**config.mk**
```make
export PLATFORM = sky130hd
export DESIGN_NAME = branch_cluster
export DESIGN_NICKNAME = d
export VERILOG_FILES = /design/src/common/station_pkg.sv /design/src/common/isa_pkg.sv /design/src/common/result_bus_if.sv /design/src/common/station_unit_if.sv /design/src/logic/branch_cluster.sv /design/src/logic/branch_result.sv /design/src/logic/branch.sv /design/src/station/branch_station.sv /design/src/station/issue_control.sv
export VERILOG_INCLUDE_DIRS = /design/src /design/src/common
export SDC_FILE = /design/constraint.sdc
export NUM_CORES = 2
export LEC_CHECK = 0
export ABC_AREA = 1
export BUFFER_PORTS_ARGS = -buffer_cell sky130_fd_sc_hd__buf_4
export CAP_MARGIN = 20
export CORE_UTILIZATION = 40
export DETAILED_ROUTE_END_ITERATION = 8
export PLACE_DENSITY = 0.59
export SLEW_MARGIN = 20
export SYNTH_ARGS = -nofsm -noshare
export SYNTH_HDL_FRONTEND = slang
export SYNTH_HIERARCHICAL = 1
export SYNTH_SLANG_ARGS = --single-unit
export TNS_END_PERCENT = 30
```
**constraint.sdc**
```tcl
create_clock -name clk -period 15.85 [get_ports clk]
set_input_delay 0.7925 -clock clk [delete_from_list [all_inputs] [get_ports clk]]
set_output_delay 0.7925 -clock clk [all_outputs]
set_load 0.01 [all_outputs]
```
**src/common/branch_cluster_defines.svh**
```systemverilog
`ifndef BRANCH_CLUSTER_DEFINES_SVH
`define BRANCH_CLUSTER_DEFINES_SVH

// Data and address width
`define XLEN 32

// Width of the instruction name encoding
`define INSTR_W 4

// Station geometry
`define STATION_DEPTH 4
`define INDEX_W 2

// Producer tag from the reorder buffer
`define TAG_W 4

`endif
```
**src/common/station_pkg.sv**
```systemverilog
`default_nettype none

`include "branch_cluster_defines.svh"

package station_pkg;

    // Producer tag
    typedef logic [`TAG_W-1:0] tag_t;

    // Entry number inside the station
    typedef logic [`INDEX_W-1:0] index_t;

    // One bit per station entry
    typedef logic [`STATION_DEPTH-1:0] entry_mask_t;

    // Issue control FSM
    typedef enum logic {
        RUN,
        FLUSH
    } issue_state_t;

endpackage

`default_nettype wire

```
**src/common/isa_pkg.sv**
```systemverilog
`default_nettype none

`include "branch_cluster_defines.svh"

package isa_pkg;

    // Control transfer operations handled by the cluster
    typedef enum logic [`INSTR_W-1:0] {
        NOP,
        JAL,
        JALR,
        BEQ,
        BNE,
        BLT,
        BGE,
        BLTU,
        BGEU
    } instr_name_t;

    // Operand, address and result word
    typedef logic [`XLEN-1:0] xlen_t;

    // Sign-extended immediate, kept apart from operand data
    typedef logic [`XLEN-1:0] imm_t;

endpackage

`default_nettype wire

```
**src/common/result_bus_if.sv**
```systemverilog
`timescale 1ns/100ps
`default_nettype none

// Tagged result broadcast
interface result_bus_if;

    logic valid;
    station_pkg::tag_t tag;
    isa_pkg::xlen_t value;
    // Value is a register result
    logic write;

    modport source (
        output valid,
        output tag,
        output value,
        output write
    );

    modport sink (
        input valid,
        input tag,
        input value,
        input write
    );

endinterface

`default_nettype wire

```
**src/common/station_unit_if.sv**
```systemverilog
`timescale 1ns/100ps
`default_nettype none

// One issued operation on its way to an execution unit
interface station_unit_if;

    logic valid;
    isa_pkg::instr_name_t instr_name;
    isa_pkg::xlen_t address;
    isa_pkg::xlen_t data_1;
    isa_pkg::xlen_t data_2;
    isa_pkg::imm_t immediate;
    station_pkg::tag_t tag;

    modport station (
        output valid,
        output instr_name,
        output address,
        output data_1,
        output data_2,
        output immediate,
        output tag
    );

    modport unit (
        input valid,
        input instr_name,
        input address,
        input data_1,
        input data_2,
        input immediate,
        input tag
    );

endinterface

`default_nettype wire

```
**src/logic/branch_cluster.sv**
```systemverilog
`timescale 1ns/100ps
`default_nettype none

module branch_cluster (
    input  logic                    clk,
    input  logic                    rst_n,
    input  logic                    flush,
    input  logic                    dispatch_valid,
    input  isa_pkg::instr_name_t    dispatch_instr,
    input  station_pkg::tag_t       dispatch_tag,
    input  isa_pkg::xlen_t          dispatch_address,
    input  isa_pkg::imm_t           dispatch_immediate,
    input  logic                    src1_ready,
    input  isa_pkg::xlen_t          src1_value,
    input  station_pkg::tag_t       src1_tag,
    input  logic                    src2_ready,
    input  isa_pkg::xlen_t          src2_value,
    input  station_pkg::tag_t       src2_tag,
    input  logic                    cdb_valid,
    input  station_pkg::tag_t       cdb_tag,
    input  isa_pkg::xlen_t          cdb_value,
    input  logic                    cdb_write,
    output logic                    full,
    output logic                    result_valid,
    output station_pkg::tag_t       result_tag,
    output isa_pkg::xlen_t          result_value,
    output logic                    result_write,
    output logic                    jump_taken,
    output isa_pkg::xlen_t          jump_target
);

    result_bus_if   cdb ();
    result_bus_if   own ();
    station_unit_if exec_feed ();

    station_pkg::entry_mask_t busy;
    station_pkg::entry_mask_t ready;
    station_pkg::index_t alloc_index;
    station_pkg::index_t issue_index;
    logic alloc_write;
    logic issue_fire;
    logic clear;
    isa_pkg::xlen_t store_result;
    isa_pkg::xlen_t jump_result;
    logic taken;

    assign cdb.valid = cdb_valid;
    assign cdb.tag   = cdb_tag;
    assign cdb.value = cdb_value;
    assign cdb.write = cdb_write;

    assign result_valid = own.valid;
    assign result_tag   = own.tag;
    assign result_value = own.value;
    assign result_write = own.write;

    issue_control u_issue_control (
        .clk            (clk),
        .rst_n          (rst_n),
        .flush          (flush),
        .dispatch_valid (dispatch_valid),
        .ready          (ready),
        .busy           (busy),
        .alloc_index    (alloc_index),
        .alloc_write    (alloc_write),
        .issue_fire     (issue_fire),
        .issue_index    (issue_index),
        .full           (full),
        .clear          (clear)
    );

    branch_station u_branch_station (
        .clk                (clk),
        .rst_n              (rst_n),
        .dispatch_instr     (dispatch_instr),
        .dispatch_tag       (dispatch_tag),
        .dispatch_address   (dispatch_address),
        .dispatch_immediate (dispatch_immediate),
        .src1_ready         (src1_ready),
        .src1_value         (src1_value),
        .src1_tag           (src1_tag),
        .src2_ready         (src2_ready),
        .src2_value         (src2_value),
        .src2_tag           (src2_tag),
        .alloc_write        (alloc_write),
        .alloc_index        (alloc_index),
        .busy               (busy),
        .issue_fire         (issue_fire),
        .issue_index        (issue_index),
        .clear              (clear),
        .cdb                (cdb.sink),
        .own                (own.sink),
        .ready              (ready),
        .exec_feed          (exec_feed.station)
    );

    branch u_branch (
        .exec_feed    (exec_feed.unit),
        .store_result (store_result),
        .jump_result  (jump_result),
        .taken        (taken)
    );

    branch_result u_branch_result (
        .clk          (clk),
        .rst_n        (rst_n),
        .clear        (clear),
        .exec_feed    (exec_feed.unit),
        .store_result (store_result),
        .jump_result  (jump_result),
        .taken        (taken),
        .own          (own.source),
        .jump_taken   (jump_taken),
        .jump_target  (jump_target)
    );

endmodule

`default_nettype wire

```
**src/logic/branch_result.sv**
```systemverilog
`timescale 1ns/100ps
`default_nettype none

module branch_result (
    input  logic            clk,
    input  logic            rst_n,
    input  logic            clear,
    station_unit_if.unit    exec_feed,
    input  isa_pkg::xlen_t  store_result,
    input  isa_pkg::xlen_t  jump_result,
    input  logic            taken,
    result_bus_if.source    own,
    output logic            jump_taken,
    output isa_pkg::xlen_t  jump_target
);

    logic is_link;

    assign is_link = (exec_feed.instr_name == isa_pkg::JAL) ||
                     (exec_feed.instr_name == isa_pkg::JALR);

    always_ff @(posedge clk) begin
        if (!rst_n) begin
            own.valid <= 1'b0;
            own.write <= 1'b0;
        end else begin
            own.valid <= exec_feed.valid && !clear;
            own.write <= exec_feed.valid && !clear && is_link;
        end
    end

    // Payload only follows a valid operation
    always_ff @(posedge clk) begin
        if (exec_feed.valid) begin
            own.tag     <= exec_feed.tag;
            own.value   <= store_result;
            jump_taken  <= taken;
            jump_target <= jump_result;
        end
    end

endmodule

`default_nettype wire

```
**src/logic/branch.sv**
```systemverilog
`timescale 1ns/100ps
`default_nettype none

module branch (
    station_unit_if.unit    exec_feed,
    output isa_pkg::xlen_t  store_result,
    output isa_pkg::xlen_t  jump_result,
    output logic            taken
);

    isa_pkg::xlen_t next_pc;
    isa_pkg::xlen_t offset_pc;
    logic equal;
    logic less_signed;
    logic less_unsigned;
    logic cond;

    assign next_pc       = exec_feed.address + isa_pkg::xlen_t'(4);
    assign offset_pc     = exec_feed.address + exec_feed.immediate;
    assign equal         = exec_feed.data_1 == exec_feed.data_2;
    assign less_signed   = $signed(exec_feed.data_1) < $signed(exec_feed.data_2);
    assign less_unsigned = exec_feed.data_1 < exec_feed.data_2;

    always_comb begin
        case (exec_feed.instr_name)
            isa_pkg::BEQ:  cond = equal;
            isa_pkg::BNE:  cond = !equal;
            isa_pkg::BLT:  cond = less_signed;
            isa_pkg::BGE:  cond = !less_signed;
            isa_pkg::BLTU: cond = less_unsigned;
            isa_pkg::BGEU: cond = !less_unsigned;
            default:       cond = 1'b0;
        endcase
    end

    always_comb begin
        store_result = '0;
        jump_result  = '0;
        taken        = 1'b0;
        case (exec_feed.instr_name)
            isa_pkg::JAL: begin
                jump_result  = offset_pc;
                store_result = next_pc;
                taken        = 1'b1;
            end
            isa_pkg::JALR: begin
                // Register-relative target
                jump_result  = exec_feed.data_1 + exec_feed.immediate;
                store_result = next_pc;
                taken        = 1'b1;
            end
            isa_pkg::BEQ, isa_pkg::BNE, isa_pkg::BLT,
            isa_pkg::BGE, isa_pkg::BLTU, isa_pkg::BGEU: begin
                jump_result = cond ? offset_pc : next_pc;
                taken       = cond;
            end
            default: begin
                // NOP leaves everything at zero
                taken = 1'b0;
            end
        endcase
    end

endmodule

`default_nettype wire

```
**src/station/branch_station.sv**
```systemverilog
`timescale 1ns/100ps
`default_nettype none

`include "branch_cluster_defines.svh"

module branch_station (
    input  logic                        clk,
    input  logic                        rst_n,
    input  isa_pkg::instr_name_t        dispatch_instr,
    input  station_pkg::tag_t           dispatch_tag,
    input  isa_pkg::xlen_t              dispatch_address,
    input  isa_pkg::imm_t               dispatch_immediate,
    input  logic                        src1_ready,
    input  isa_pkg::xlen_t              src1_value,
    input  station_pkg::tag_t           src1_tag,
    input  logic                        src2_ready,
    input  isa_pkg::xlen_t              src2_value,
    input  station_pkg::tag_t           src2_tag,
    input  logic                        alloc_write,
    input  station_pkg::index_t         alloc_index,
    input  station_pkg::entry_mask_t    busy,
    input  logic                        issue_fire,
    input  station_pkg::index_t         issue_index,
    input  logic                        clear,
    result_bus_if.sink                  cdb,
    result_bus_if.sink                  own,
    output station_pkg::entry_mask_t    ready,
    station_unit_if.station             exec_feed
);

    isa_pkg::instr_name_t   instr_q   [`STATION_DEPTH];
    station_pkg::tag_t      tag_q     [`STATION_DEPTH];
    isa_pkg::xlen_t         address_q [`STATION_DEPTH];
    isa_pkg::imm_t          imm_q     [`STATION_DEPTH];
    isa_pkg::xlen_t         val1_q    [`STATION_DEPTH];
    isa_pkg::xlen_t         val2_q    [`STATION_DEPTH];
    station_pkg::tag_t      wait1_q   [`STATION_DEPTH];
    station_pkg::tag_t      wait2_q   [`STATION_DEPTH];
    station_pkg::entry_mask_t rdy1_q;
    station_pkg::entry_mask_t rdy2_q;

    // A register result on either bus for this tag
    function automatic logic snoop_hit(input station_pkg::tag_t t);
        return (cdb.valid && cdb.write && cdb.tag == t) ||
               (own.valid && own.write && own.tag == t);
    endfunction

    function automatic isa_pkg::xlen_t snoop_value(input station_pkg::tag_t t);
        return (cdb.valid && cdb.write && cdb.tag == t) ? cdb.value : own.value;
    endfunction

    assign ready = rdy1_q & rdy2_q;

    always_ff @(posedge clk) begin
        for (int i = 0; i < `STATION_DEPTH; i++) begin
            if (alloc_write && alloc_index == station_pkg::index_t'(i)) begin
                instr_q[i]   <= dispatch_instr;
                tag_q[i]     <= dispatch_tag;
                address_q[i] <= dispatch_address;
                imm_q[i]     <= dispatch_immediate;
                wait1_q[i]   <= src1_tag;
                wait2_q[i]   <= src2_tag;
                // Same-cycle broadcast is taken in as well
                rdy1_q[i]    <= src1_ready || snoop_hit(src1_tag);
                rdy2_q[i]    <= src2_ready || snoop_hit(src2_tag);
                val1_q[i]    <= src1_ready ? src1_value : snoop_value(src1_tag);
                val2_q[i]    <= src2_ready ? src2_value : snoop_value(src2_tag);
            end else if (busy[i]) begin
                if (!rdy1_q[i] && snoop_hit(wait1_q[i])) begin
                    rdy1_q[i] <= 1'b1;
                    val1_q[i] <= snoop_value(wait1_q[i]);
                end
                if (!rdy2_q[i] && snoop_hit(wait2_q[i])) begin
                    rdy2_q[i] <= 1'b1;
                    val2_q[i] <= snoop_value(wait2_q[i]);
                end
            end
        end
    end

    // Issue read-out, loaded on the edge that frees the entry
    always_ff @(posedge clk) begin
        if (issue_fire) begin
            exec_feed.instr_name <= instr_q[issue_index];
            exec_feed.address    <= address_q[issue_index];
            exec_feed.data_1     <= val1_q[issue_index];
            exec_feed.data_2     <= val2_q[issue_index];
            exec_feed.immediate  <= imm_q[issue_index];
            exec_feed.tag        <= tag_q[issue_index];
        end
    end

    always_ff @(posedge clk) begin
        if (!rst_n) begin
            exec_feed.valid <= 1'b0;
        end else begin
            exec_feed.valid <= issue_fire && !clear;
        end
    end

endmodule

`default_nettype wire

```
**src/station/issue_control.sv**
```systemverilog
`timescale 1ns/100ps
`default_nettype none

`include "branch_cluster_defines.svh"

module issue_control (
    input  logic                        clk,
    input  logic                        rst_n,
    input  logic                        flush,
    input  logic                        dispatch_valid,
    input  station_pkg::entry_mask_t    ready,
    output station_pkg::entry_mask_t    busy,
    output station_pkg::index_t         alloc_index,
    output logic                        alloc_write,
    output logic                        issue_fire,
    output station_pkg::index_t         issue_index,
    output logic                        full,
    output logic                        clear
);

    station_pkg::issue_state_t state;
    station_pkg::entry_mask_t candidates;
    logic running;

    assign running    = (state == station_pkg::RUN) && !flush;
    assign candidates = busy & ready;
    assign full       = &busy;

    assign alloc_write = dispatch_valid && !full && running;
    assign issue_fire  = running && |candidates;
    // Flush cycle and the FLUSH state both kill work in flight
    assign clear       = flush || (state == station_pkg::FLUSH);

    // Lowest free entry and lowest ready entry
    always_comb begin
        alloc_index = '0;
        issue_index = '0;
        for (int i = `STATION_DEPTH - 1; i >= 0; i--) begin
            if (!busy[i]) begin
                alloc_index = station_pkg::index_t'(i);
            end
            if (candidates[i]) begin
                issue_index = station_pkg::index_t'(i);
            end
        end
    end

    always_ff @(posedge clk) begin
        if (!rst_n) begin
            state <= station_pkg::RUN;
        end else begin
            // FLUSH lasts one cycle past the last flush strobe
            state <= flush ? station_pkg::FLUSH : station_pkg::RUN;
        end
    end

    always_ff @(posedge clk) begin
        if (!rst_n || flush) begin
            busy <= '0;
        end else begin
            if (issue_fire) begin
                busy[issue_index] <= 1'b0;
            end
            if (alloc_write) begin
                busy[alloc_index] <= 1'b1;
            end
        end
    end

endmodule

`default_nettype wire

```
==> out/results.tsv <==
metric	value	unit
run status	finished, final reports clean	
relative slew slack	23.6	%
post_cts resized	0	
XOR/XNOR Fraction of Synth Area	1.32	%
Synth Register Bits	797	
CTS tree	done	
Overall Power	4780	uW
area occupied by multi-input gates	0.0192	mm2
Leak	0.0205	uW
post-route cell area	0.0513	mm2
top area cells in the synthesized netlist	edfxtp_1 (52%), nand2_1 (10%), nand3_1 (7.5%)	
final WL	177000	um
Post-DP HPWL	122000	um
Syn Inst Count	5194	
initial antenna violation count	8	
RSZ-0062 raised after global routing	no	
Logic pwr share	6.1	%
DR DRC count	0	
Sw Ratio	23.3	%
flop2flop setup slack	11.45	ns
CP top delay family	simple AND/OR/NAND/NOR gates	
post-synth top area cell	edfxtp_1	
NumNets Final	5501	
commonest non-fill, non-tap cell in the layout	nand2_1	
die span in y	339	um
Compound-Gate Fraction of Synth Area	8.09	%
reg2reg end	u_branch_station/val1_q[2][16]$_DFFE_PP_	
HP Class	in2reg	
Worst setup SP type	flip-flop	
P_int	3670	uW
Port Buf Inserts	259	
Setup Skew	0.0517	ns
total area of sequential cells	0.0239	mm2
crit path time final	4.40	ns
drt pass-1 iters	9	
Avg WL per Cell	26.1	um
crit path from	u_branch_station/wait1_q[2][1]$_DFFE_PP_	
number of vias per cell	5.97	
number of setup violations in the final report	0	
CP max-delay cell	a21boi_4	
Yosys top cell area share	52.1	%
Slew Limit Fails	0	
H-tree levels	3	
mux contribution to synthesized area	0	%
post-synth cell types	53	
synthesis warning total	6	
Setup CP Type	reg2reg	
Fillers	10821	
Post-Synth Simple-Gate Area	29.8	%
reg2reg path depth	6	
global-route wire length before repair	256000	um
Crit path depth	6	
share of cells above drive strength 1	12.3	%
CP bufs+invs	0	
CP Capture Type	flip-flop	
CP Data Required Time	16.13	ns
Main synth FF type	edfxtp_1	
clk buf depth	3	
Std-Cell Rows	123	
CP endpoint	u_branch_station/val1_q[2][16]$_DFFE_PP_	
vias	40513	
part of the power in registers	49.1	%
worst-margin pin slew	1.15	ns
peak supply drop	76.8	uV
CP arrival	4.68	ns
GRT overflow	0	
TNS Setup	0	ns
worst r2r src	u_branch_station/wait1_q[2][1]$_DFFE_PP_	
DR iter-0 viols	6057	
Area after DPL	0.0482	mm2
synthesis-to-layout area growth	12.7	%
Crit path top cell by count	nand2_1	
CP max stage delay	0.98	ns
Starting Density	40.4	%
Seq/Total Area, Yosys	52.5	%
Max Cap Viol	0	
sw power	1110	uW
clk_lat worst skew	0.70	ns
Syn Std Cell Area	0.0455	mm2
syn avg cell area	8.76	um2
most frequent cells in the layout	nand2_1 (1263), edfxtp_1 (789), nand3_1 (682)	
PwrDens	93.3	mW/mm2
fraction of registers with async set/reset	0	%
main combinational cell family by area after synthesis	simple AND/OR/NAND/NOR gates	
Num Clock Sinks	797	
pin count of the biggest net entering global routing	169	
hold depth	1	
final hold slack	0.305	ns
Max Fanout on Critical Path	34	
clock share of power	44.8	%
post-route clock period utilization	27.7	%
adder-cell share of the synthesized area	2.70	%
fmax	0.227	GHz
vias in the first global route	36724	
Detail Route Antenna Nets	0	
clock slew at reported path FFs	0.06	ns
cts hold-fix bufs	0	
gpl congestion	0.972	
die width	339	um
core area	0.113	mm2
worst path cell trace	nand2_1 > nand2_1 > nor2_4 > nand3_2 > a21boi_4 > or2_2	
number of post-CTS setup repair buffers	0	
CTS buffer count	88	
final hold viol count	0	
die area	0.115	mm2
clk root buf	clkbuf_16	
Mapped Nets	5479	
Global Route Usage Sum	30.0	%
Hold Path Origin	dispatch_tag[3]	
Post-synth EDFFs	789	
I/O pins	260	
## synthesized netlist by cell type, types with 5 or more instances
cell type and count:
a21boi_0 5, a21boi_4 8, a21o_1 9, a21oi_1 100
a31oi_1 6, buf_1 57, buf_2 69, buf_4 14
buf_6 11, clkbuf_1 236, dfxtp_1 8, edfxtp_1 789
ha_1 95, inv_1 226, inv_2 8, nand2_1 1264
nand3_1 686, nand3_2 8, nand3b_1 31, nand4_1 348
nor2_1 460, nor2_2 12, nor2_4 14, nor3_1 20
nor3_2 5, nor4_1 5, o21a_1 5, o21ai_0 348
o21ai_1 6, o21bai_1 10, o221ai_1 5, o22ai_1 136
or2_2 92, xnor2_1 18, xor2_1 43
## cells by family after synthesis
family | count (synthesis)
buffers and inverters | 625
XOR/XNOR | 65
AO/OA/AOI/OAI | 651
flip-flops | 797
AND/OR/NAND/NOR | 2959
adder cells (fa/ha/maj) | 97
## how the worst min path moves through the flow
stage                                         endpoint  slack, ns
2_1_floorplan     u_branch_result/own.tag[0]$_DFFE_PP_       0.40
5_1_grt         u_branch_station/imm_q[1][3]$_DFFE_PP_       0.29
4_1_cts        u_branch_station/imm_q[0][16]$_DFFE_PP_       0.28
6_report        u_branch_station/tag_q[0][3]$_DFFE_PP_       0.31
3_5_place_dp      u_branch_result/own.tag[3]$_DFFE_PP_       0.41
3_3_place_gp      u_branch_result/own.tag[0]$_DFFE_PP_       0.40
## power groups by stage
stage          Clock (uW)  Sequential, uW  Combinational, uW
2_1_floorplan           0            2390                159
3_3_place_gp            0            2390                279
3_5_place_dp            0            2390                283
4_1_cts              2170            2350                283
5_1_grt              2250            2350                311
6_report             2140            2350                292
## flip-flops by register name, summed over array words and instances, names as in the netlist, 4 cells and up
register                               cells
u_branch_station/exec_feed.address        32
u_branch_station/exec_feed.data_2         32
u_branch_result/own.tag                    4
u_branch_station/instr_q                  16
u_branch_result/own.value                 32
u_branch_station/exec_feed.instr_name      4
u_branch_station/address_q               128
u_branch_station/val1_q                  128
u_branch_station/rdy1_q                    4
u_branch_station/val2_q                  128
u_branch_station/exec_feed.immediate      32
u_issue_control/busy                       4
u_branch_result/jump_target               32
u_branch_station/wait2_q                  16
u_branch_station/exec_feed.data_1         32
u_branch_station/rdy2_q                    4
u_branch_station/wait1_q                  16
u_branch_station/tag_q                    16
u_branch_station/exec_feed.tag             4
u_branch_station/imm_q                   128
## worst register-to-register path, delay by kind of cell, from the launching register on
| kind | cells | cell delay [ns] |
|---|---|---|
| and+or+nand+nor | 5 | 2.53 |
| DFF | 1 | 0.45 |
| AOI/OAI and AO/OA | 1 | 0.98 |
## cell type report
| cell class | count | share of cell area [%] |
|---|---|---|
| inverter | 237 | 1.76 |
| tap | 1500 | 3.66 |
| multi-input combinational | 3772 | 37.4 |
| antenna | 4 | 0.0195 |
| sequential | 797 | 46.5 |
| clock inverter | 60 | 1.55 |
| clock buffer | 96 | 4.35 |
| timing repair buffer | 320 | 4.74 |
## per-layer routing
| layer | GRT usage (%) | share of wire (%) |
|---|---|---|
| met5 | 0 | 0.038 |
| met1 | 42.9 | 42 |
| met3 | 6.31 | 11 |
| met4 | 11.5 | 3.9 |
| met2 | 44.4 | 43 |
## through the flow
stage	util, %	worst slack, ns	cells
after floorplan	-	7.52	5194
after global placement	42.8	11.13	6626
after detailed placement	42.8	10.95	6626
after CTS	45.5	11.54	6782
after global routing	45.5	11.22	6783
final	45.5	11.45	6786
(Power assumes the default switching activity.)
